### config.mk
export PLATFORM = sky130hd
export DESIGN_NAME = rowCtrl
export DESIGN_NICKNAME = d
export VERILOG_FILES = /design/src/verilog/sysRowPkg.sv /design/src/verilog/rowCtrl.sv
export SDC_FILE = /design/constraint.sdc
export NUM_CORES = 1
export LEC_CHECK = 0
export ABC_AREA = 1
export BUFFER_PORTS_ARGS = -buffer_cell sky130_fd_sc_hd__buf_4
export CAP_MARGIN = 20
export CELL_PAD_IN_SITES_DETAIL_PLACEMENT = 0
export CELL_PAD_IN_SITES_GLOBAL_PLACEMENT = 2
export CORE_UTILIZATION = 26
export CTS_BUF_LIST = sky130_fd_sc_hd__clkbuf_4
export CTS_CLUSTER_SIZE = 40
export DETAILED_ROUTE_END_ITERATION = 8
export GPL_ROUTABILITY_DRIVEN = 0
export GPL_TIMING_DRIVEN = 0
export PLACE_DENSITY_LB_ADDON = 0.1
export RECOVER_POWER = 100
export SETUP_SLACK_MARGIN = 0.05
export SLEW_MARGIN = 20
export SYNTH_ARGS = -nofsm -noshare
export SYNTH_HDL_FRONTEND = slang
export SYNTH_SLANG_ARGS = --single-unit
### constraint.sdc
create_clock -name clk -period 1.3 [get_ports clk]
set_clock_uncertainty 0.1 [all_clocks]
set_input_delay 0.065 -clock clk [delete_from_list [all_inputs] [get_ports clk]]
set_output_delay 0.065 -clock clk [all_outputs]
set_load 0.005 [all_outputs]
### src/verilog/sysRowPkg.sv
// Systolic row shared definitions
package sysRowPkg;

    // ==============================
    // Default widths and row length
    // ==============================

    // Signed activation width
    localparam int ACT_WIDTH_DEF = 8;

    // Signed weight width
    localparam int WGT_WIDTH_DEF = 8;

    // Headroom bits for channel accumulation
    localparam int CHN_WIDTH_DEF = 8;

    // PEs in one row
    localparam int NUM_PE_DEF = 4;

    // ==============================
    // State encodings
    // ==============================

    // Row controller states
    typedef enum logic [1:0] {
        UNCONFIGURED,
        READY,
        DRAIN
    } rowState_e;

    // PE accumulation states
    typedef enum logic {
        ACCUM,
        HOLD
    } peState_e;

endpackage
### src/verilog/rowCtrl.sv
// Row configuration controller
`timescale 1ns/1ps

module rowCtrl #(
    parameter int ACT_WIDTH = sysRowPkg::ACT_WIDTH_DEF,
    parameter int NUM_PE    = sysRowPkg::NUM_PE_DEF
) (
    input  logic                 clk,
    input  logic                 arstN,
    input  logic                 cfgVld,
    input  logic [ACT_WIDTH-1:0] cfgShift,
    input  logic [ACT_WIDTH-1:0] cfgZp,
    output logic [ACT_WIDTH-1:0] shift,
    output logic [ACT_WIDTH-1:0] zp,
    output logic                 actEnable,
    input  logic [NUM_PE-1:0]    peBusy,
    input  logic                 outVld,
    output logic                 rowIdle
);

    sysRowPkg::rowState_e state;

    // Configuration waiting for the row to drain
    logic [ACT_WIDTH-1:0] pendShift;
    logic [ACT_WIDTH-1:0] pendZp;

    assign rowIdle   = !(|peBusy) && !outVld;
    assign actEnable = (state == sysRowPkg::READY);

    // ==============================
    // Row state machine
    // ==============================

    always_ff @(posedge clk or negedge arstN) begin
        if (!arstN) begin
            state <= sysRowPkg::UNCONFIGURED;
            shift <= '0;
            zp    <= '0;
        end else begin
            case (state)
                sysRowPkg::UNCONFIGURED: begin
                    if (cfgVld) begin
                        shift <= cfgShift;
                        zp    <= cfgZp;
                        state <= sysRowPkg::READY;
                    end
                end
                sysRowPkg::READY: begin
                    if (cfgVld && rowIdle) begin
                        shift <= cfgShift;
                        zp    <= cfgZp;
                    end else if (cfgVld) begin
                        state <= sysRowPkg::DRAIN;
                    end
                end
                sysRowPkg::DRAIN: begin
                    // Latest strobe wins if it lands on the exit cycle
                    if (rowIdle) begin
                        shift <= cfgVld ? cfgShift : pendShift;
                        zp    <= cfgVld ? cfgZp : pendZp;
                        state <= sysRowPkg::READY;
                    end
                end
                default: state <= sysRowPkg::UNCONFIGURED;
            endcase
        end
    end

    always_ff @(posedge clk) begin
        if (cfgVld) begin
            pendShift <= cfgShift;
            pendZp    <= cfgZp;
        end
    end

endmodule

==> run_results.csv <==
group,metric,value,unit
place,place_inst,322,
job,maxCapViolCount,0,
critical_path,critPathCaptureType,"flop",
synth,synthXorXnorAreaFrac,0,%
finish,area_delta_synth_final,53.1,%
synth,async_flop_share,52.9,%
clock_network,cts.path.max_buffers,2,
synth,synth_edf_count,0,
clock_network,htree_levels,2,
critical_path,required,1.45,ns
sta,setup_viol,2,
power_and_ir_drop,vdd_drop_max,0.853,mV
power_and_ir_drop,p_int,2.66,mW
drt,vias,1478,
status,failed_checks,"negative setup slack",
floorplan,die_area,6170,µm²
hold_path,holdPathStages,5,
critical_path,worstReg2RegStart,"state[1]",
critical_path,r2r_setup_slack,-0.0002,ns
sta,fin_ws,-0.000211,ns
power_and_ir_drop,power_switching_share,38.7,%
finish,post-route-util,41.8,%
power_and_ir_drop,p_sw,1.68,mW
clock_network,clk_pin_slew,0.11,ns
power_and_ir_drop,power.density,1860,nW/µm²
drt,wl_per_cell,11.4,µm
power_and_ir_drop,p_comb_share,51.1,%
clock_network,tritoncts,"done",
finish,nets,315,
synth,synth_top_family_by_area,"simple AND/OR/NAND/NOR gates",
status,status,"complete, but fails checks",
critical_path,r2r_end,"shift[7]",
critical_path,critPathMaxFanout,6,
synth,synthCells,210,
floorplan,pin_count,42,
sta,tightestPinTransition,0.501,ns
synth,synth_compound_area_share,1.40,%
synth,synthSimpleGateAreaFrac,42.2,%
power_and_ir_drop,p_seq_share,35.6,%
hold_path,min_from,"peBusy[0]",
synth,avgSynthCellArea,7.25,µm²
place,hpwl,2780,µm
hold_path,min_path_type,"input port to flop",
sta,maxSlewViolCount,0,
clock_network,clkSinkCount,34,
critical_path,critPathKind,"flop to flop",
clock_network,insertion_delay,0.35,ns
global_routing,overflow,0,
drt,drc,0,
synth,synth-main-ff-cell,"dfrtp_1",
synth,yosys.area.top_type,"nand2_1",
global_routing,grt_first_pass_wirelength,7030,µm
place,numPortBuffers,40,
synth,syn_area,1520,µm²
clock_network,cts_buffers,5,
synth,postSynthNetCount,234,
floorplan,die_h,78.5,µm
hold_path,min_to,"state[1]",
synth,synth_top_cells_by_count,"nand2_1 (134), nand3_1 (19), dfrtp_1 (18), dfxtp_1 (16)",
synth,ys_top_cells_by_area,"nand2_1 (33%), dfrtp_1 (30%), dfxtp_1 (21%)",
floorplan,start_util,27.3,%
synth,yosysMostFrequentCell,"nand2_1",
power_and_ir_drop,clkPwrFrac,13.4,%
floorplan,core_area,5570,µm²
critical_path,cp.arrival,1.45,ns
synth,yosys_warnings,0,
synth,synth_top_area_share,33.0,%
global_routing,grt_pass1_vias,1437,
finish,fin_cells,364,
clock_network,root_buffer,"clkbuf_4",
sta,min_period,1.30,ns
floorplan,die_w,78.5,µm
synth,muxShareOfSynthArea,0,%
synth,ys_seq_elements,34,
power_and_ir_drop,static-leakage-power,1.30,nW
drt,drtIter0Drc,58,
drt,avgViaCountPerCell,4.06,
finish,drive_gt1_share,27.7,%
sta,fmax,769,MHz
synth,yosys.cell_types.count,16,
critical_path,rr_worst_depth,8,
sta,relSlewSlack,66.6,%
drt,wirelength,4150,µm
finish,antenna_cells,0,
critical_path,startpoint_type,"flop",
sta,hold_viol,0,
global_routing,grt_use_total,15.3,%
floorplan,std_cell_rows,27,
drt,antenna_left,0,
synth,synth_fa_ha_area_share,0,%
global_routing,grt_max_degree,19,
sta,rsz0062_at_grt,"true",
synth,yosysSeqAreaShare,50.6,%
sta,post-route-period-util,100,%
global_routing,antenna_found_initial,0,
drt,first_pass_iters,4,
## worst max-delay path by stage
stage,to,cells past startpoint,startpoint
after global routing,zp[4],8,state[1]
after global placement,shift[2],8,state[1]
after floorplan,shift[0],8,state[1]
after detailed placement,shift[5],8,state[1]
final,shift[7],8,state[1]
after CTS,shift[7],8,state[1]
## kinds of logic (layout without fill, tap and decap cells)
group           Yosys count  in the layout
simple gates            158            158
flops                    34             34
buf+inv                  16             98
compound gates            2              2
## what timing repair did
item | in CTS | in global routing
hold endpoints to repair | 50 | 0
buffers inserted | 10 | 0
pin swaps | 3 | 0
gates resized for setup | 15 | 10
gates cloned | 1 | 0
endpoints found under the setup margin | 19 | 23
hold buffers | 23 | 0
## critical path, stage by stage (launching register included)
cell and delay [ns]:
dfrtp_1 0.37, inv_2 0.08, nor2_8 0.16, inv_6 0.05
o21ai_4 0.09, nand2_4 0.11, buf_4 0.15, nand2_1 0.05
nand2_1 0.04
## power groups by stage
stage,registers (mW),logic (mW),clock network (mW)
global placement,1.55,1.80,0
floorplan,1.57,1.05,0
finish,1.54,2.22,0.581
global route,1.59,2.51,0.664
detailed placement,1.56,1.79,0
CTS,1.55,2.23,0.618
## final cells by class
class	instances	area [µm²]
clock inverters	3	16.3
fillers	622	3240
clock buffers	5	37.5
inverters	8	35.0
plain buffers	8	70.1
repair buffers	74	618
multi-input cells	160	692
well taps	72	90.1
flip-flops and latches	34	772
## placed cells by master, fill, tap and decap left out, types with 2 or more instances in the layout
cell type        count
nand2_1            127
clkbuf_4            30
buf_4               23
nand3_1             18
dlygate4sd3_1       18
dfrtp_1             17
dfxtp_1             16
nand2_2              7
buf_6                6
inv_1                4
inv_2                3
dlymetal6s4s_1       3
buf_2                2
nor2_1               2
nand2_4              2
clkdlybuf4s25_1      2
clkbuf_1             2
## state kept, by name, indices dropped and copies added (netlist names)
name	flops
zp	8
pendZp	8
shift	8
pendShift	8
state	2
## metal layers
layer | wire length (µm) | GRT usage [%] | vias up
li1 | - | - | 805
met1 | 2050 | 19.9 | 638
met2 | 1880 | 24.2 | 29
met3 | 156 | 3.95 | 6
met4 | 68 | 5.56 | 0
met5 | 0 | 0 | -
## through the flow
stage	power, mW	cell area (µm²)	setup TNS (ns)	setup slack [ns]	hold WS (ns)
after CTS	4.40	2320	-0.0319	-0.00695	0.00669
final	4.34	2330	-0.000318	-0.000211	0.0544
after floorplan	2.62	1520	-0.241	-0.0241	-0.331
after global placement	3.35	1910	-2.58	-0.209	-0.143
after detailed placement	3.36	1910	-2.28	-0.197	-0.145
after global routing	4.76	2330	-1.02	-0.0853	0.0815
Power figures use the tool's default switching activity.
