**src/verilog/sysRowPkg.sv**
```systemverilog
// Systolic row shared definitions
package sysRowPkg;

    // ==============================
    // Default widths and row length
    // ==============================

    // Signed activation width
    localparam int ACT_WIDTH_DEF = 8;

    // Signed weight width
    localparam int WGT_WIDTH_DEF = 8;

    // Headroom bits for channel accumulation
    localparam int CHN_WIDTH_DEF = 8;

    // PEs in one row
    localparam int NUM_PE_DEF = 4;

    // ==============================
    // State encodings
    // ==============================

    // Row controller states
    typedef enum logic [1:0] {
        UNCONFIGURED,
        READY,
        DRAIN
    } rowState_e;

    // PE accumulation states
    typedef enum logic {
        ACCUM,
        HOLD
    } peState_e;

endpackage
```
**src/verilog/psumRequant.sv**
```systemverilog
// Psum requantizer stage
`timescale 1ns/1ps

module psumRequant #(
    parameter int  ACT_WIDTH  = sysRowPkg::ACT_WIDTH_DEF,
    parameter int  WGT_WIDTH  = sysRowPkg::WGT_WIDTH_DEF,
    parameter int  CHN_WIDTH  = sysRowPkg::CHN_WIDTH_DEF,
    parameter int  NUM_PE     = sysRowPkg::NUM_PE_DEF,
    localparam int PSUM_WIDTH = ACT_WIDTH + WGT_WIDTH + CHN_WIDTH,
    localparam int IDX_WIDTH  = (NUM_PE > 1) ? $clog2(NUM_PE) : 1
) (
    input  logic                         clk,
    input  logic                         arstN,
    input  logic                         inVld,
    input  logic signed [PSUM_WIDTH-1:0] inPsum,
    input  logic [IDX_WIDTH-1:0]         inIdx,
    output logic                         taken,
    input  logic [ACT_WIDTH-1:0]         cfgShift,
    input  logic [ACT_WIDTH-1:0]         cfgZp,
    output logic                         outVld,
    output logic [ACT_WIDTH-1:0]         outAct,
    output logic [IDX_WIDTH-1:0]         outIdx,
    input  logic                         outRdy
);

    logic [PSUM_WIDTH-1:0] shifted;
    logic [ACT_WIDTH-1:0]  actNext;

    // Register empty or draining this cycle
    assign taken = inVld && (!outVld || outRdy);

    // Bits above the sum read as zero for large shifts
    assign shifted = $unsigned(inPsum) >> cfgShift;

    // Negative sums clamp to zero and the zero point add wraps
    assign actNext = inPsum[PSUM_WIDTH-1] ? '0 : shifted[ACT_WIDTH-1:0] + cfgZp;

    always_ff @(posedge clk or negedge arstN) begin
        if (!arstN) begin
            outVld <= 1'b0;
        end else if (taken) begin
            outVld <= 1'b1;
        end else if (outRdy) begin
            outVld <= 1'b0;
        end
    end

    always_ff @(posedge clk) begin
        if (taken) begin
            outAct <= actNext;
            outIdx <= inIdx;
        end
    end

endmodule

```
**config.mk**
```make
export PLATFORM = sky130hd
export DESIGN_NAME = psumRequant
export DESIGN_NICKNAME = d
export VERILOG_FILES = /design/src/verilog/sysRowPkg.sv /design/src/verilog/psumRequant.sv
export SDC_FILE = /design/constraint.sdc
export NUM_CORES = 1
export LEC_CHECK = 0
export BUFFER_PORTS_ARGS = -buffer_cell sky130_fd_sc_hd__buf_2
export CAP_MARGIN = 20
export CORE_ASPECT_RATIO = 2
export CORE_MARGIN = 2
export CORE_UTILIZATION = 35
export CTS_BUF_LIST = sky130_fd_sc_hd__clkbuf_2
export CTS_CLUSTER_SIZE = 30
export DETAILED_ROUTE_END_ITERATION = 8
export SETUP_SLACK_MARGIN = 0.05
export SLEW_MARGIN = 20
export SYNTH_ARGS = -nofsm -noshare
export SYNTH_HDL_FRONTEND = slang
export SYNTH_SLANG_ARGS = --single-unit
```
**constraint.sdc**
```tcl
create_clock -name clk -period 1.2 [get_ports clk]
set_clock_uncertainty 0.05 [all_clocks]
set_input_delay 0.24 -clock clk [delete_from_list [all_inputs] [get_ports clk]]
set_output_delay 0.24 -clock clk [all_outputs]
set_load 0.03 [all_outputs]
```
==> metrics.csv <==
stage,metric,value,unit
power_and_ir_drop,Leakage,1.25,nW
sta,Setup TNS Final,-10180,ps
detailed_routing,vias,1902,
synthesis,Synthesized Nets,241,
place,Placed Area,2480,sq um
detailed_routing,Max Used Layer,met4,
synthesis,Cells after Synth,187,
global_route,largest net degree at the start of global routing,13,
setup_path,"slowest stage delay, CP",350,ps
synthesis,Ys Warns,0,
sta,Slew Limit Fails,0,
power_and_ir_drop,Net Sw Power,0.000579,W
synthesis,post-synthesis cell area,1750,sq um
power_and_ir_drop,Reg power frac,0.276,
flow_run,max capacitance violation total,0,
power_and_ir_drop,Internal Pwr Total,0.00108,W
floorplan,die area,5620,sq um
global_route,initial antenna violation count,0,
setup_path,critical path arrival,2700,ps
sta,fmax,367,MHz
floorplan,Starting Density,0.360,
synthesis,fraction of registers with async set/reset,0.0909,
sta,final period utilization,2.27,
place,placed insts,338,
clock_network,Num CTS Buffers,3,
synthesis,most common flop cell mapped by yosys,edfxtp_1,
layout,area of the multi-input gates,1450,sq um
floorplan,I/O pin count,58,
sta,Worst Slack Setup Final,-1520,ps
clock_network,H-tree depth,1,
synthesis,Unique masters post-synth,49,
power_and_ir_drop,PD cells,595,nW/um^2
layout,register area,327,sq um
floorplan,Rows,36,
floorplan,core area,4860,sq um
place,hpwl dp,4340,um
layout,fill count,433,
global_route,gr ovfl total,0,
power_and_ir_drop,Comb power frac,0.597,
power_and_ir_drop,maximum VDD drop,0.000456,V
floorplan,Die Y,104,um
sta,final setup violation count,14,
clock_network,clk slew on worst S/H paths,110,ps
global_route,first-pass GRT wire length,8140,um
sta,min Tclk post-route,2720,ps
layout,Area Overhead vs Synth,58.7,%
setup_path,critical-path maximum fanout,8,
power_and_ir_drop,Clk pwr share,0.127,
synthesis,dominant cell type by area after synthesis,edfxtp_1,
status,status,"complete, but fails checks",
setup_path,critical path class,in -> reg,
synthesis,largest cells by area after synthesis,"edfxtp_1, mux4_2, mux2i_1, ha_1, mux2_2",
layout,Layout Cells excl Fill,354,
worst_hold_path,Hold Path Class,in -> reg,
layout,most frequent cells in the layout,"buf_4, buf_2, mux2i_1, nor2_1",
clock_network,clk buf depth,2,
sta,hold_ws,104,ps
synthesis,"flops & latches, synth",11,
synthesis,post-synthesis sequential area ratio,0.186,
sta,final hold vios,0,
synthesis,syn_area_per_cell,9.37,sq um
detailed_routing,Routed WL,5250,um
layout,nets,352,
detailed_routing,met2 wire len,3110,um
detailed_routing,residual DRC count,0,
sta,Least-Margin Pin Slew,341,ps
setup_path,"delay-heaviest family, CP",compound AO/OA/AOI/OAI gates,
global_route,vias in the first global route,1964,
detailed_routing,Metal-1 WL,1550,um
detailed_routing,vias per cell,5.37,
clock_network,Root Buffer,clkbuf_2,
sta,RSZ-0062 raised after global routing,yes,
synthesis,number of enable flip-flop cells after synthesis,10,
synthesis,share of the synthesized area in the top cell type,0.171,
clock_network,CTS Sinks,11,
detailed_routing,DR pass1 iterations,6,
layout,"commonest non-fill, non-tap cell in the layout",buf_4,
power_and_ir_drop,sw frac,0.350,
global_route,GRT Overall Usage,0.191,
floorplan,Die W,54.0,um
setup_path,Worst setup SP type,input port,
setup_path,Worst setup EP type,register,
detailed_routing,WL per Instance,14.8,um
clock_network,CTS tree,yes,
setup_path,Worst Path Required,1170,ps
clock_network,worst-skew pair later-pin latency,250,ps
detailed_routing,DR WL met3,238,um
place,GP Congestion,0.896,
detailed_routing,post-route ant nets,0,
setup_path,slowest CP cell,o32a_2,
layout,layout cell share with drive strength beyond 1,0.589,
setup_path,WP buf/inv,5,
layout,antenna cells,0,
detailed_routing,drt first-iter violations,26,
place,Port Buffers,57,
status,failing checks,setup timing,
setup_path,critical path cell sequence,buf_12 > buf_12 > buf_4 > nand3b_1 > o21ai_0 > buf_4 > a31oi_1 > o32a_2 > inv_2 > ha_4 > a21o_1 > a211oi_4 > o21ai_2 > a21boi_2 > o21ai_1 > nor3b_2,
sta,max_slew headroom,0.771,
layout,final instance area,2780,sq um
## stage by stage
stage	total power, W	setup WS (ps)	utilization
floorplan	0.000967	-1750	-
global placement	0.00131	-2010	0.509
detailed placement	0.00132	-2070	0.509
CTS	0.00160	-1550	0.552
global route	0.00174	-1680	0.572
finish	0.00166	-1520	0.572
## state kept, by name (all words and copies together), names as in the netlist
register,cells
outIdx,2
outAct,8
outVld,1
## path summary, 6_finish.rpt
check	start	slack, ps	depth (start not counted)	end
worst max-delay path	cfgShift[1]	-1520	16	outAct[7]
worst min-delay path	inIdx[0]	100	1	outIdx[0]
worst max register to register	outVld	-40	4	outAct[1]
worst min register to register	outVld	750	4	outVld
max in group asynchronous	arstN	770	2	outVld
min in group asynchronous	arstN	230	2	outVld
## area by class of cell
cell class                      count  share of cell area
Clock buffer                        4             0.00719
Sequential cell                    11               0.117
Tap cell                           57              0.0256
Timing Repair Buffer              122               0.321
Inverter                            5             0.00674
Multi-Input combinational cell    155               0.522
## layer usage
metal | up-vias | GRT usage
met5 | - | 0
met4 | 0 | 0.118
met3 | 22 | 0.0129
met2 | 65 | 0.383
met1 | 887 | 0.156
li1 | 928 | -
## cell usage after synthesis (2+ instances only)
master,number
and2_1,2
o21ai_0,9
edfxtp_1,10
nand3b_1,2
buf_1,2
o31ai_1,2
mux2i_1,25
o21a_1,2
nor2b_1,3
clkbuf_1,6
or3_1,2
mux4_2,13
a211oi_1,3
nand2b_1,6
nor3_1,8
nand2_1,13
a21oi_1,5
o22ai_1,2
buf_6,3
o21ai_1,7
nor2_1,15
a21boi_0,3
buf_2,4
mux2_2,5
inv_1,4
xor2_1,2
ha_1,7
## power groups by stage
stage,sequential [W],clock [W],combinational (W)
2_1_floorplan,0.000518,0,0.000449
3_3_place_gp,0.000464,0,0.000844
3_5_place_dp,0.000465,0,0.000855
4_1_cts,0.000456,0.000207,0.000939
5_1_grt,0.000460,0.000220,0.00106
6_report,0.000456,0.000211,0.000989
## cells by family (layout without fill, tap and decap cells)
| family | count (synthesis) | after routing | synth area share |
|---|---|---|---|
| simple gates | 60 | 60 | 0.182 |
| mux | 44 | 44 | 0.348 |
| compound gates | 41 | 41 | 0.150 |
| buf+inv | 21 | 131 | 0.0628 |
| flops | 11 | 11 | 0.186 |
| fa+ha+maj | 8 | 8 | 0.0614 |
| xor+xnor | 2 | 2 | 0.00999 |
## timing repair
action | in CTS | in global routing
gates cloned | 1 | 1
pin swaps | 24 | 7
endpoints found under the setup margin | 9 | 20
setup buffers | 7 | 4
endpoints found under the hold margin | 1 | 0
resized for setup | 22 | 20
hold buffers | 1 | 0
Note: power is estimated with default switching activity, not from simulation.
