[src/verilog/sysRowPkg.sv]
// Systolic row shared definitions
package sysRowPkg;

    // ==============================
    // Default widths and row length
    // ==============================

    // Signed activation width
    localparam int ACT_WIDTH_DEF = 8;

    // Signed weight width
    localparam int WGT_WIDTH_DEF = 8;

    // Headroom bits for channel accumulation
    localparam int CHN_WIDTH_DEF = 8;

    // PEs in one row
    localparam int NUM_PE_DEF = 4;

    // ==============================
    // State encodings
    // ==============================

    // Row controller states
    typedef enum logic [1:0] {
        UNCONFIGURED,
        READY,
        DRAIN
    } rowState_e;

    // PE accumulation states
    typedef enum logic {
        ACCUM,
        HOLD
    } peState_e;

endpackage
[src/verilog/actLinkIf.sv]
// Activation valid/ready link
`timescale 1ns/1ps

interface actLinkIf #(
    parameter int ACT_WIDTH = sysRowPkg::ACT_WIDTH_DEF
) ();

    logic                 vld;
    // Marks the last item of a channel
    logic                 chnLast;
    logic [ACT_WIDTH-1:0] act;
    logic                 rdy;

    // Upstream side of a link
    modport src (
        output vld, chnLast, act,
        input  rdy
    );

    // Downstream side of a link
    modport dst (
        input  vld, chnLast, act,
        output rdy
    );

endinterface

[src/verilog/processingElement.sv]
// Systolic MAC processing element
`timescale 1ns/1ps

module processingElement #(
    parameter int  ACT_WIDTH  = sysRowPkg::ACT_WIDTH_DEF,
    parameter int  WGT_WIDTH  = sysRowPkg::WGT_WIDTH_DEF,
    parameter int  CHN_WIDTH  = sysRowPkg::CHN_WIDTH_DEF,
    localparam int PSUM_WIDTH = ACT_WIDTH + WGT_WIDTH + CHN_WIDTH
) (
    input  logic                         clk,
    input  logic                         arstN,
    actLinkIf.dst                        west,
    actLinkIf.src                        east,
    input  logic                         wgtInVld,
    input  logic                         wgtInChnLast,
    input  logic [WGT_WIDTH-1:0]         wgtIn,
    output logic                         wgtInRdy,
    output logic                         wgtOutVld,
    output logic                         wgtOutChnLast,
    output logic [WGT_WIDTH-1:0]         wgtOut,
    input  logic                         wgtOutRdy,
    output logic                         psumVld,
    output logic signed [PSUM_WIDTH-1:0] psum,
    input  logic                         psumRdy
);

    sysRowPkg::peState_e state;

    logic eastFree;
    logic southFree;
    logic canTake;
    logic accept;

    logic signed [ACT_WIDTH+WGT_WIDTH-1:0] product;
    logic signed [PSUM_WIDTH-1:0]          acc;
    logic signed [PSUM_WIDTH-1:0]          accNext;
    logic signed [PSUM_WIDTH-1:0]          psumHeld;

    logic                 eastVldQ;
    logic                 eastChnLastQ;
    logic [ACT_WIDTH-1:0] eastActQ;

    // ==============================
    // Joint handshake
    // ==============================

    // Output stage can take a new item
    assign eastFree  = !eastVldQ || east.rdy;
    assign southFree = !wgtOutVld || wgtOutRdy;
    assign canTake   = (state == sysRowPkg::ACCUM) && eastFree && southFree;

    // Activation and weight move together
    assign west.rdy = canTake && wgtInVld;
    assign wgtInRdy = canTake && west.vld;
    assign accept   = canTake && west.vld && wgtInVld;

    assign product = $signed(west.act) * $signed(wgtIn);
    assign accNext = acc + product;

    // ==============================
    // Control state
    // ==============================

    always_ff @(posedge clk or negedge arstN) begin
        if (!arstN) begin
            state     <= sysRowPkg::ACCUM;
            acc       <= '0;
            eastVldQ  <= 1'b0;
            wgtOutVld <= 1'b0;
        end else begin
            if (accept) begin
                eastVldQ <= 1'b1;
            end else if (east.rdy) begin
                eastVldQ <= 1'b0;
            end
            if (accept) begin
                wgtOutVld <= 1'b1;
            end else if (wgtOutRdy) begin
                wgtOutVld <= 1'b0;
            end
            case (state)
                sysRowPkg::ACCUM: begin
                    if (accept && west.chnLast) begin
                        // Sum complete and accumulator restarts for next channel
                        acc   <= '0;
                        state <= sysRowPkg::HOLD;
                    end else if (accept) begin
                        acc <= accNext;
                    end
                end
                sysRowPkg::HOLD: begin
                    if (psumRdy) begin
                        state <= sysRowPkg::ACCUM;
                    end
                end
            endcase
        end
    end

    // Forwarded data and held sum
    always_ff @(posedge clk) begin
        if (accept) begin
            eastActQ      <= west.act;
            eastChnLastQ  <= west.chnLast;
            wgtOut        <= wgtIn;
            wgtOutChnLast <= wgtInChnLast;
        end
        if (accept && west.chnLast) begin
            psumHeld <= accNext;
        end
    end

    assign east.vld     = eastVldQ;
    assign east.chnLast = eastChnLastQ;
    assign east.act     = eastActQ;

    assign psumVld = (state == sysRowPkg::HOLD);
    assign psum    = psumHeld;

endmodule

[src/flat_wrapper.sv]
// flat-port wrapper written by rule: the top's interface ports become plain ports
module processingElement_flat 
#(
    parameter int  ACT_WIDTH  = sysRowPkg::ACT_WIDTH_DEF,
    parameter int  WGT_WIDTH  = sysRowPkg::WGT_WIDTH_DEF,
    parameter int  CHN_WIDTH  = sysRowPkg::CHN_WIDTH_DEF,
    localparam int PSUM_WIDTH = ACT_WIDTH + WGT_WIDTH + CHN_WIDTH
)
  (clk, arstN, wgtInVld, wgtInChnLast, wgtIn, wgtInRdy, wgtOutVld, wgtOutChnLast, wgtOut, wgtOutRdy, psumVld, psum, psumRdy, west_vld, west_chnLast, west_act, west_rdy, east_vld, east_chnLast, east_act, east_rdy);
  actLinkIf #(.ACT_WIDTH(ACT_WIDTH)) west_i ();
  actLinkIf #(.ACT_WIDTH(ACT_WIDTH)) east_i ();
  input  logic clk;
  input  logic arstN;
  input  logic wgtInVld;
  input  logic wgtInChnLast;
  input  logic [WGT_WIDTH-1:0] wgtIn;
  output logic wgtInRdy;
  output logic wgtOutVld;
  output logic wgtOutChnLast;
  output logic [WGT_WIDTH-1:0] wgtOut;
  input  logic wgtOutRdy;
  output logic psumVld;
  output logic signed [PSUM_WIDTH-1:0] psum;
  input  logic psumRdy;
  input wire logic [$bits(west_i.vld)-1:0] west_vld;
  input wire logic [$bits(west_i.chnLast)-1:0] west_chnLast;
  input wire logic [$bits(west_i.act)-1:0] west_act;
  output wire logic [$bits(west_i.rdy)-1:0] west_rdy;
  output wire logic [$bits(east_i.vld)-1:0] east_vld;
  output wire logic [$bits(east_i.chnLast)-1:0] east_chnLast;
  output wire logic [$bits(east_i.act)-1:0] east_act;
  input wire logic [$bits(east_i.rdy)-1:0] east_rdy;
  assign west_i.vld = west_vld;
  assign west_i.chnLast = west_chnLast;
  assign west_i.act = west_act;
  assign west_rdy = west_i.rdy;
  assign east_vld = east_i.vld;
  assign east_chnLast = east_i.chnLast;
  assign east_act = east_i.act;
  assign east_i.rdy = east_rdy;
  processingElement #(.ACT_WIDTH(ACT_WIDTH), .WGT_WIDTH(WGT_WIDTH), .CHN_WIDTH(CHN_WIDTH)) u_core (.clk(clk), .arstN(arstN), .west(west_i), .east(east_i), .wgtInVld(wgtInVld), .wgtInChnLast(wgtInChnLast), .wgtIn(wgtIn), .wgtInRdy(wgtInRdy), .wgtOutVld(wgtOutVld), .wgtOutChnLast(wgtOutChnLast), .wgtOut(wgtOut), .wgtOutRdy(wgtOutRdy), .psumVld(psumVld), .psum(psum), .psumRdy(psumRdy));
endmodule
[config.mk]
export PLATFORM = sky130hd
export DESIGN_NAME = processingElement_flat
export DESIGN_NICKNAME = d
export VERILOG_FILES = /design/src/verilog/sysRowPkg.sv /design/src/verilog/actLinkIf.sv /design/src/verilog/processingElement.sv /design/src/flat_wrapper.sv
export SDC_FILE = /design/constraint.sdc
export NUM_CORES = 1
export LEC_CHECK = 0
export ABC_CLOCK_PERIOD_IN_PS = 8000
export BUFFER_PORTS_ARGS = -buffer_cell sky130_fd_sc_hd__buf_4
export CAP_MARGIN = 15
export CELL_PAD_IN_SITES_DETAIL_PLACEMENT = 1
export CELL_PAD_IN_SITES_GLOBAL_PLACEMENT = 1
export CORE_MARGIN = 3
export CORE_UTILIZATION = 40
export DETAILED_ROUTE_END_ITERATION = 6
export PLACE_DENSITY_LB_ADDON = 0.15
export SETUP_SLACK_MARGIN = 0.3
export SYNTH_ARGS = -nofsm -noshare
export SYNTH_HDL_FRONTEND = slang
export SYNTH_SLANG_ARGS = --single-unit
[constraint.sdc]
create_clock -name clk -period 8 [get_ports clk]
set_input_delay 0 -clock clk [delete_from_list [all_inputs] [get_ports clk]]
set_output_delay 0 -clock clk [all_outputs]
set_load 0.02 [all_outputs]
==> results of run 1 <==
-- through the flow --
stage,setup slack [ns],hold slack (ns),instance area [um^2],std cells
3_3_place_gp,2.89,-0.0432,7190,812
5_1_grt,2.29,0.160,7700,850
3_5_place_dp,2.79,-0.0397,7190,812
2_1_floorplan,2.99,-0.296,6390,531
6_report,2.61,0.131,7700,850
4_1_cts,2.57,0.126,7700,850
-- final cells by class --
type / count / area [um^2] / share of cell area [%]
well taps: 211 / 264 / 3.43
flip-flops and latches: 69 / 1940 / 25.1
multi-input cells: 374 / 4120 / 53.5
inverters: 84 / 315 / 4.09
clock inverters: 5 / 61.3 / 0.796
repair buffers: 96 / 776 / 10.1
clock buffers: 11 / 233 / 3.02
-- worst paths after layout --
| check | from | to |
|---|---|---|
| max | wgtIn[1] | u_core.acc[22] |
| min | arstN | u_core.acc[23] |
| max reg2reg | u_core.acc[6] | u_core.acc[22] |
| min reg2reg | u_core.acc[2] | u_core.acc[2] |
| max in group asynchronous | arstN | u_core.acc[13] |
| min in group clk | west_vld | wgtInRdy |
-- metal layers --
layer | vias up | wire length (um)
li1 | 1952 | -
met1 | 2175 | 6840
met2 | 63 | 8050
met3 | 15 | 369
met4 | 0 | 256
met5 | - | 0
-- cells in the final DEF (no fill, tap or decap), types with 3 or more instances in the layout --
master and n:
sky130_fd_sc_hd__and2_1 38, sky130_fd_sc_hd__dlygate4sd3_1 22, sky130_fd_sc_hd__o21a_1 3, sky130_fd_sc_hd__buf_4 74
sky130_fd_sc_hd__nand3_1 5, sky130_fd_sc_hd__edfxtp_1 42, sky130_fd_sc_hd__clkinv_4 3, sky130_fd_sc_hd__xnor2_1 14
sky130_fd_sc_hd__xor2_1 7, sky130_fd_sc_hd__a21oi_1 15, sky130_fd_sc_hd__dfrtp_1 27, sky130_fd_sc_hd__nor2_1 14
sky130_fd_sc_hd__a21o_1 8, sky130_fd_sc_hd__a22o_1 15, sky130_fd_sc_hd__ha_1 54, sky130_fd_sc_hd__clkbuf_16 9
sky130_fd_sc_hd__inv_1 82, sky130_fd_sc_hd__fa_1 104, sky130_fd_sc_hd__o21ai_0 16, sky130_fd_sc_hd__nand2_1 43
-- timing repair --
action	CTS	global route
endpoints found under the hold margin	48	0
hold buffers	22	0
setup buffers	0	0
-- kinds of logic (layout without fill, tap and decap cells) --
group                    Yosys count  count (layout)  synth area share, %
adder cells (fa/ha/maj)          158             158                 43.2
AND/OR/NAND/NOR                  117             117                 9.38
buffers and inverters             88             196                 5.23
AO/OA/AOI/OAI                     78              78                 9.01
flip-flops                        69              69                 30.3
XOR/XNOR                          21              21                 2.88
-- worst max-delay path, delay by kind of cell --
kind                     cells  cell delay [ns]
buffers and inverters        2             0.71
adder cells (fa/ha/maj)      6             2.77
AND/OR/NAND/NOR              2             0.97
AO/OA/AOI/OAI                5             1.02
XOR/XNOR                     1             0.16
-- state kept, by name (all words and copies together) (netlist names) --
signal                count
u_core.psumVld            1
u_core.wgtOut             8
u_core.east.act           8
u_core.east.chnLast       1
u_core.wgtOutVld          1
u_core.psum              24
u_core.east.vld           1
u_core.wgtOutChnLast      1
u_core.acc               24
-- Yosys cell counts (3+ instances only) --
master | instances | area, um^2
sky130_fd_sc_hd__xor2_1 | 7 | 61.3
sky130_fd_sc_hd__fa_1 | 104 | 2080
sky130_fd_sc_hd__ha_1 | 54 | 676
sky130_fd_sc_hd__nand2_1 | 43 | 161
sky130_fd_sc_hd__dfrtp_1 | 27 | 676
sky130_fd_sc_hd__and2_1 | 38 | 238
sky130_fd_sc_hd__nand3_1 | 5 | 25.0
sky130_fd_sc_hd__inv_1 | 82 | 308
sky130_fd_sc_hd__xnor2_1 | 14 | 123
sky130_fd_sc_hd__nor2_1 | 15 | 56.3
sky130_fd_sc_hd__clkbuf_1 | 3 | 11.3
sky130_fd_sc_hd__a21o_1 | 8 | 60.1
sky130_fd_sc_hd__o21ai_0 | 16 | 80.1
sky130_fd_sc_hd__o21a_1 | 3 | 22.5
sky130_fd_sc_hd__edfxtp_1 | 42 | 1260
sky130_fd_sc_hd__a22o_1 | 15 | 131
sky130_fd_sc_hd__a21oi_1 | 15 | 75.1
==> reports/qor.txt, run 1 <==
CLOCK NETWORK
------------------------------------------------------------------------------------
Number of buffers created by CTS ......................................            9
CTS tree ..............................................................        built
Buffer type at the clock tree root .................................... sky130_fd_sc_hd__clkbuf_16
Gates resized, CTS repair .............................................            0
Number of H-tree levels ...............................................            3
Reg clk slew, reported paths ..........................................      0.06 ns
Clock sink count ......................................................           69
Clock insertion delay at the later pin of the skew report .............      0.35 ns
Maximum number of buffers from clock root to sink .....................            2

CRITICAL PATH
------------------------------------------------------------------------------------
Crit path required time ...............................................      8.23 ns
Worst Setup End Kind ..................................................         flop
Most common cell type on the critical path ............................ sky130_fd_sc_hd__fa_1
Worst reg-to-reg setup slack ..........................................      3.16 ns
Critical path start-end classification ................................    in -> reg
Arrival time of the worst setup path ..................................      5.63 ns
Cells on worst reg2reg path ...........................................           17
Slowest cell on the critical path ..................................... sky130_fd_sc_hd__and2_1
Cell chain of the critical path ....................................... dlygate4sd3_1, buf_4, and2_1, fa_1, fa_1, fa_1, fa_1, ha_1, ha_1, o21ai_0, o21ai_2, nand3_1, o21ai_2, o22ai_1, xnor2_1, a22o_1
Startpoint types ......................................................    input pin
Max incr delay on CP ..................................................      0.76 ns
Biggest fanout along the worst timing path ............................           16

YOSYS
------------------------------------------------------------------------------------
Net count after synthesis .............................................          714
Register bit count reported by yosys ..................................           69
Count of synthesis-stage warnings from yosys ..........................            0
Most used DFF post-synth .............................................. sky130_fd_sc_hd__edfxtp_1
Synth Cell Area .......................................................    6390 um^2
Proportion of synthesized chip area in sequential cells ...............        30.3%
Post-synthesis cell count .............................................          531
Syn avg cell area .....................................................    12.0 um^2
Synth unique cells ....................................................           51
Number of enable-type register cells in the synthesized netlist .......           42
Post-synthesis async set-or-reset flop share ..........................        39.1%

GLOBAL ROUTING
------------------------------------------------------------------------------------
Total congestion overflow after global routing ........................            0
Most utilized layer in the global route result ........................         met2
Wire length of the first global-routing pass ..........................      26.6 mm
Pin count of the biggest net entering global routing ..................           36
Vias in the first global route ........................................         4945
GRT Total Usage .......................................................        19.3%
Routing usage on met2 .................................................        33.4%
Number of antenna violations at the first check in global routing .....            0
Met3 track utilization from global routing ............................        2.67%
Met1 demand-to-capacity share in global routing .......................        25.2%

PLACEMENT
------------------------------------------------------------------------------------
Weighted congestion at the end of routability-driven global placement .        0.788
Sum of net half-perimeters after detailed placement ...................      12.1 mm
Port Buffer Count .....................................................           71

ROUTING
------------------------------------------------------------------------------------
Initial DRT Pass Iterations ...........................................            5
Detailed Route Iter0 Violations .......................................           94
Detail Route Antenna Nets .............................................            0
Count of unresolved DRC violations after routing ......................            0
Via Count .............................................................         4205
Total Wirelength ......................................................      15.5 mm
Post-detailed-route via-to-cell ratio .................................         4.95
Routed wire length per instance .......................................      18.2 um

STA
------------------------------------------------------------------------------------
Final clock period utilization by the worst path ......................        67.4%
Final setup TNS .......................................................         0 ns
Clk_skew ..............................................................   0.00981 ns
Fmax ..................................................................    0.185 GHz
Max-slew headroom at the worst pin ....................................        35.7%
Final number of setup-violating endpoints .............................            0
Fin. Hold Viols .......................................................            0
Crit path time final ..................................................      5.39 ns
Unrepaired setup endpoints after global routing .......................           no
Worst-margin pin slew .................................................     0.963 ns
Final Max Tran Viols ..................................................            0

FLOORPLANNING
------------------------------------------------------------------------------------
Io pins ...............................................................           72
Die area ..............................................................   17500 um^2
Die X-Extent ..........................................................       132 um
Row count .............................................................           45
Initial cell density of the core ......................................        41.4%
Vertical extent of the die ............................................       132 um
Core Region ...........................................................   15400 um^2

FINISH
------------------------------------------------------------------------------------
Area growth from synthesis to layout ..................................        20.6%
Share of post-route cells with drive strength above 1 .................        16.1%
Number of inserted filler cells in the final layout ...................         1649
Net count of the finished layout ......................................          817
Core occupancy in the finished layout .................................        49.9%
Antenna cell count ....................................................            0

RUN STATUS
------------------------------------------------------------------------------------
Run status ............................................................ finished clean

HOLD PATH
------------------------------------------------------------------------------------
Hold/Removal Path Class ...............................................  in -> async

FLOW RUN
------------------------------------------------------------------------------------
Total of max-cap violations ...........................................            0

Power of run 1 is left out: the tool's default activity adds up to more than one toggle a clock period on the data nets, which glitch-free logic cannot reach.
==> inputs of run 2 (changes only) <==
ABC_CLOCK_PERIOD_IN_PS = 4700   (was 8000)
clock period = 4.7 ns   (was 8 ns; I/O delays follow)
==> reports/qor.txt, run 2 (synthesized netlist as in run 1, its figures left out) <==
CRITICAL PATH
------------------------------------------------------------------------------------
Worst reg-to-reg setup slack ..........................................      0.12 ns   -3.04 ns
Cells on worst reg2reg path ...........................................           16   -1
Startpoint types ......................................................         flop
Cell chain of the critical path ....................................... inv_2, fa_1, inv_2, fa_1, inv_2, fa_2, inv_2, fa_2, fa_1, ha_4, and4_4, o211ai_2, a21boi_2, o21a_1, or3_1, and2_1
Worst Setup End Kind ..................................................         flop
Max incr delay on CP ..................................................      0.54 ns   -0.22 ns
Critical path start-end classification ................................   reg -> reg
Biggest fanout along the worst timing path ............................            5   -11
Most common cell type on the critical path ............................ sky130_fd_sc_hd__inv_2
Arrival time of the worst setup path ..................................      4.69 ns   -0.94 ns
Slowest cell on the critical path ..................................... sky130_fd_sc_hd__fa_1
Crit path required time ...............................................      4.81 ns   -3.42 ns

ROUTING
------------------------------------------------------------------------------------
Via Count .............................................................         4451   +5.9%
Initial DRT Pass Iterations ...........................................            4   -1
Total Wirelength ......................................................      17.0 mm   +9.4%
Detail Route Antenna Nets .............................................            0   unchanged
Routed wire length per instance .......................................      19.0 um   +4.3%
Detailed Route Iter0 Violations .......................................          209   +120%
Count of unresolved DRC violations after routing ......................            0   unchanged
Post-detailed-route via-to-cell ratio .................................         5.00   +0.98%

FLOORPLANNING
------------------------------------------------------------------------------------
Io pins ...............................................................           72   unchanged
Row count .............................................................           45   unchanged
Vertical extent of the die ............................................       132 um   unchanged
Initial cell density of the core ......................................        41.4%   unchanged
Die area ..............................................................   17500 um^2   unchanged
Core Region ...........................................................   15400 um^2   unchanged
Die X-Extent ..........................................................       132 um   unchanged

FINISH
------------------------------------------------------------------------------------
Total non-filler cell area in the finished layout .....................    8380 um^2   +8.8%
Most used cells in the layout excluding fill and tap cells ............ 104 x sky130_fd_sc_hd__buf_4, 100 x sky130_fd_sc_hd__fa_1, 74 x sky130_fd_sc_hd__inv_1
Most common library cell in the layout ignoring fill and taps ......... sky130_fd_sc_hd__buf_4
Area of the multi-input gates .........................................    4440 um^2   +7.7%
Antenna cell count ....................................................            0   unchanged
Number of inserted filler cells in the final layout ...................         1640   -0.55%
Net count of the finished layout ......................................          858   +5.0%
Share of post-route cells with drive strength above 1 .................        28.8%   +13 points
Area growth from synthesis to layout ..................................        31.2%
Combined flip-flop and latch cell area ................................    1940 um^2   unchanged

STA
------------------------------------------------------------------------------------
Worst-margin pin slew .................................................     0.938 ns   -0.0249 ns
Final number of setup-violating endpoints .............................            0   unchanged
Final clock period utilization by the worst path ......................        97.4%
Fin. Hold Viols .......................................................            0   unchanged
Unrepaired setup endpoints after global routing .......................          yes
Clk_skew ..............................................................    0.0124 ns   +0.00257 ns
Crit path time final ..................................................      4.58 ns
Final Max Tran Viols ..................................................            0   unchanged
Max-slew headroom at the worst pin ....................................        37.4%   +1.7 points
Fmax ..................................................................    0.218 GHz

RUN STATUS
------------------------------------------------------------------------------------
Run status ............................................................ finished clean

CLOCK NETWORK
------------------------------------------------------------------------------------
CTS tree ..............................................................        built
Number of buffers created by CTS ......................................            9   unchanged
Reg clk slew, reported paths ..........................................      0.06 ns   about the same
Buffer type at the clock tree root .................................... sky130_fd_sc_hd__clkbuf_16
Maximum number of buffers from clock root to sink .....................            2   unchanged
Clock insertion delay at the later pin of the skew report .............      0.35 ns   about the same
Number of H-tree levels ...............................................            3   unchanged
Clock sink count ......................................................           69   unchanged

PLACEMENT
------------------------------------------------------------------------------------
Sum of net half-perimeters after detailed placement ...................      12.9 mm   +7.2%
Placed Area ...........................................................    7450 um^2   +3.7%
Weighted congestion at the end of routability-driven global placement .        0.821   +4.2%
Port Buffer Count .....................................................           71   unchanged

GLOBAL ROUTING
------------------------------------------------------------------------------------
Vias in the first global route ........................................         5231   +5.8%
Total congestion overflow after global routing ........................            0   unchanged
GRT Total Usage .......................................................        20.5%   +1.2 points
Wire length of the first global-routing pass ..........................      28.2 mm   +6.0%
Number of antenna violations at the first check in global routing .....            0   unchanged
Pin count of the biggest net entering global routing ..................           36   unchanged

HOLD PATH
------------------------------------------------------------------------------------
Hold/Removal Path Class ...............................................  in -> async

FLOW RUN
------------------------------------------------------------------------------------
Total of max-cap violations ...........................................            0   unchanged

run 2: changes by cell type in the layout (fill, tap and decap cells not counted), moves of 4 or more:
cell / change
sky130_fd_sc_hd__inv_6: +4
sky130_fd_sc_hd__fa_1: -4
sky130_fd_sc_hd__inv_1: -8
sky130_fd_sc_hd__a21oi_1: -4
sky130_fd_sc_hd__inv_2: +8
sky130_fd_sc_hd__fa_2: +4
sky130_fd_sc_hd__ha_4: +7
sky130_fd_sc_hd__o21ai_0: -6
sky130_fd_sc_hd__buf_6: +8
sky130_fd_sc_hd__a21oi_2: +4
sky130_fd_sc_hd__buf_4: +30
sky130_fd_sc_hd__xnor2_1: -4
sky130_fd_sc_hd__ha_1: -8
run 2: final timing paths:
| path | to | startpoint |
|---|---|---|
| min in group clk | u_core.psum[2] | wgtIn[2] |
| min | u_core.wgtOutVld | arstN |
| max in group asynchronous | u_core.acc[11] | arstN |
| max reg2reg | u_core.psum[13] | u_core.acc[6] |
| max | u_core.psum[13] | u_core.acc[6] |
| min reg2reg | u_core.acc[2] | u_core.acc[2] |
run 2: worst max-delay path, delay by kind of cell (launching register included):
kind	cells	cell delay, ns
compound gates	3	0.47
fa+ha+maj	6	2.66
buf+inv	4	0.18
flops	1	0.36
simple gates	3	0.69
run 2: routing by layer:
layer	vias to the layer above	wire, um	global-route usage, %
li1	2038	-	-
met1	2303	7410	26.6
met2	77	8690	34.9
met3	33	436	3.28
met4	0	423	7.51
met5	-	0	0
run 2: what timing repair did:
action                     in CTS  in global routing
setup buffers                  10                  5
hold buffers                   22                  0
resized for setup              39                 31
hold endpoints to repair       48                  0
pin swaps                      26                 21
setup endpoints to repair      23                 29
gates cloned                    0                  0
run 2: through the flow:
stage	setup WS [ns]	TNS (ns)	utilization, %	cells	hold slack, ns
finish	0.122	0	54.3	891	0.121
global route	-0.0704	-0.0914	54.3	891	0.173
CTS	0.150	0	53.1	886	0.133
detailed placement	-0.0258	-0.0416	48.3	838	-0.0293
global placement	0.0571	0	48.3	838	-0.0312
floorplan	0.322	0	-	531	-0.296
run 2: cell type report:
cell class / count / share of cell area (%)
repair buffers: 137 / 13.7
flip-flops and latches: 69 / 23.1
clock inverters: 7 / 0.642
inverters: 84 / 3.76
clock buffers: 9 / 2.69
multi-input cells: 374 / 52.9
well taps: 211 / 3.15
Power of run 2 is left out for the same reason.
==> inputs of run 3 (changes only) <==
BUFFER_PORTS_ARGS = not set   (was -buffer_cell sky130_fd_sc_hd__buf_4)
DONT_BUFFER_PORTS = 1   (was not set)
PLACE_DENSITY = 0.74   (was not set)
PLACE_DENSITY_LB_ADDON = not set   (was 0.15)
==> reports/qor.txt, run 3 (synthesized netlist as in run 1, its figures left out) <==
FINISH
------------------------------------------------------------------------------------
Number of inserted filler cells in the final layout ...................         1604   -2.2%
Share of post-route cells with drive strength above 1 .................        18.4%   -10 points
Net count of the finished layout ......................................          769   -10%
Antenna cell count ....................................................            0   unchanged
Number of non-filler instances in the completed layout ................          802   -10%
Most used cells in the layout excluding fill and tap cells ............ 100 x sky130_fd_sc_hd__fa_1, 76 x sky130_fd_sc_hd__inv_1, 42 x sky130_fd_sc_hd__nand2_1, 42 x sky130_fd_sc_hd__edfxtp_1, 38 x sky130_fd_sc_hd__ha_1
Area growth from synthesis to layout ..................................        20.8%
Most common library cell in the layout ignoring fill and taps ......... sky130_fd_sc_hd__fa_1

CRITICAL PATH
------------------------------------------------------------------------------------
Critical path start-end classification ................................   reg -> reg
Startpoint types ......................................................         flop
Biggest fanout along the worst timing path ............................            5   unchanged
Worst Setup End Kind ..................................................         flop
Arrival time of the worst setup path ..................................      4.82 ns   +0.13 ns
Crit path required time ...............................................      4.94 ns   +0.13 ns

ROUTING
------------------------------------------------------------------------------------
Routed wire length per instance .......................................      21.5 um   +13%
Detail Route Antenna Nets .............................................            0   unchanged
Count of unresolved DRC violations after routing ......................            0   unchanged
Total Wirelength ......................................................      17.3 mm   +1.8%
Detailed Route Iter0 Violations .......................................          225   +7.7%
Initial DRT Pass Iterations ...........................................            4   unchanged
Via Count .............................................................         4259   -4.3%
Post-detailed-route via-to-cell ratio .................................         5.31   +6.3%

STA
------------------------------------------------------------------------------------
Max-slew headroom at the worst pin ....................................        38.0%   +0.61 points
Worst-margin pin slew .................................................     0.929 ns   -0.00910 ns
Final clock period utilization by the worst path ......................        97.6%   +0.16 points
Clk_skew ..............................................................   0.00995 ns   -0.00243 ns
Crit path time final ..................................................      4.59 ns   +0.00760 ns
Fmax ..................................................................    0.218 GHz   -0.17%
Fin. Hold Viols .......................................................            0   unchanged
Hold Slack ............................................................    0.0854 ns   -0.0358 ns
Unrepaired setup endpoints after global routing .......................          yes
Final Max Tran Viols ..................................................            0   unchanged
Final number of setup-violating endpoints .............................            0   unchanged

FLOORPLANNING
------------------------------------------------------------------------------------
Io pins ...............................................................           72   unchanged
Initial cell density of the core ......................................        41.4%   unchanged
Die area ..............................................................   17500 um^2   unchanged
Vertical extent of the die ............................................       132 um   unchanged
Die X-Extent ..........................................................       132 um   unchanged
Core Region ...........................................................   15400 um^2   unchanged
Row count .............................................................           45   unchanged

FLOW RUN
------------------------------------------------------------------------------------
Total of max-cap violations ...........................................            0   unchanged

CLOCK NETWORK
------------------------------------------------------------------------------------
Maximum number of buffers from clock root to sink .....................            2   unchanged
Reg clk slew, reported paths ..........................................      0.06 ns   about the same
Number of H-tree levels ...............................................            3   unchanged
Number of buffers created by CTS ......................................            9   unchanged
Clock sink count ......................................................           69   unchanged
CTS tree ..............................................................        built
Clock insertion delay at the later pin of the skew report .............      0.35 ns   about the same
Buffer type at the clock tree root .................................... sky130_fd_sc_hd__clkbuf_16

PLACEMENT
------------------------------------------------------------------------------------
Sum of net half-perimeters after detailed placement ...................      12.4 mm   -4.3%
Port Buffer Count .....................................................            0   -100%
Number of placed instances, taps included .............................          748   -11%
Weighted congestion at the end of routability-driven global placement .        0.832   +1.4%

GLOBAL ROUTING
------------------------------------------------------------------------------------
Vias in the first global route ........................................         4970   -5.0%
GRT Total Usage .......................................................        20.0%   -0.52 points
Number of antenna violations at the first check in global routing .....            0   unchanged
Pin count of the biggest net entering global routing ..................           36   unchanged
Total congestion overflow after global routing ........................            0   unchanged
Wire length of the first global-routing pass ..........................      27.2 mm   -3.5%

HOLD PATH
------------------------------------------------------------------------------------
Hold/Removal Path Class ...............................................    in -> reg

RUN STATUS
------------------------------------------------------------------------------------
Run status ............................................................ finished clean

[run 3: cell types whose count changed in the layout (fill, tap and decap cells not counted), sizes merged]
cell	previous run	this run
clkbuf	9	11
clkinv	5	4
buf	115	26
inv	86	83
clkinvlp	0	2
[run 3: critical path: stages, from the launching register on]
cell	delay (ns)
sky130_fd_sc_hd__dfrtp_1	0.40
sky130_fd_sc_hd__fa_1	0.58
sky130_fd_sc_hd__fa_1	0.45
sky130_fd_sc_hd__fa_1	0.56
sky130_fd_sc_hd__fa_1	0.42
sky130_fd_sc_hd__ha_1	0.29
sky130_fd_sc_hd__ha_1	0.42
sky130_fd_sc_hd__nand3_1	0.18
sky130_fd_sc_hd__a21oi_1	0.08
sky130_fd_sc_hd__a311oi_2	0.37
sky130_fd_sc_hd__o21a_1	0.27
sky130_fd_sc_hd__o31ai_4	0.11
sky130_fd_sc_hd__xnor2_1	0.15
sky130_fd_sc_hd__a22o_1	0.20
[run 3: path summary, 6_finish.rpt]
check | startpoint | end | slack (ns) | cells after the start
max in group asynchronous | arstN | u_core.wgtOutVld | 4.41 | 2
max reg2reg | u_core.acc[18] | u_core.acc[23] | 0.11 | 13
min reg2reg | u_core.acc[6] | u_core.acc[6] | 0.48 | 2
min in group asynchronous | arstN | u_core.acc[17] | 0.11 | 2
min | west_act[0] | u_core.psum[0] | 0.09 | 2
max | u_core.acc[18] | u_core.acc[23] | 0.11 | 13
[run 3: metrics by stage]
stage | area, um^2 | setup slack, ns | utilization (%) | setup TNS (ns)
global placement | 6740 | 0.0366 | 43.7 | 0
finish | 7710 | 0.114 | 50.0 | 0
floorplan | 6420 | 0.322 | - | 0
detailed placement | 6740 | -0.0580 | 43.7 | -0.0580
CTS | 7520 | 0.156 | 48.7 | 0
global route | 7710 | -0.0147 | 50.0 | -0.0276
[run 3: per-layer routing]
metal | global-route usage (%) | part of all wire [%]
met4 | 7.56 | 2.9
met1 | 23.8 | 39
met3 | 2.71 | 2.4
met5 | 0 | 0
met2 | 36.7 | 56
[run 3: repair_timing]
action,CTS,global route
gates resized for setup,39,28
setup buffers,7,8
hold buffers,23,0
endpoints found under the hold margin,48,0
setup endpoints to repair,23,25
pin swaps,33,28
[run 3: cell type report]
type | count | area (um^2) | area share, %
clock inverters | 5 | 37.5 | 0.487
clock buffers | 11 | 233 | 3.02
well taps | 211 | 264 | 3.42
flip-flops and latches | 69 | 1940 | 25.1
inverters | 84 | 315 | 4.09
multi-input cells | 374 | 4490 | 58.2
repair buffers | 48 | 439 | 5.69
Power of run 3 is left out for the same reason.
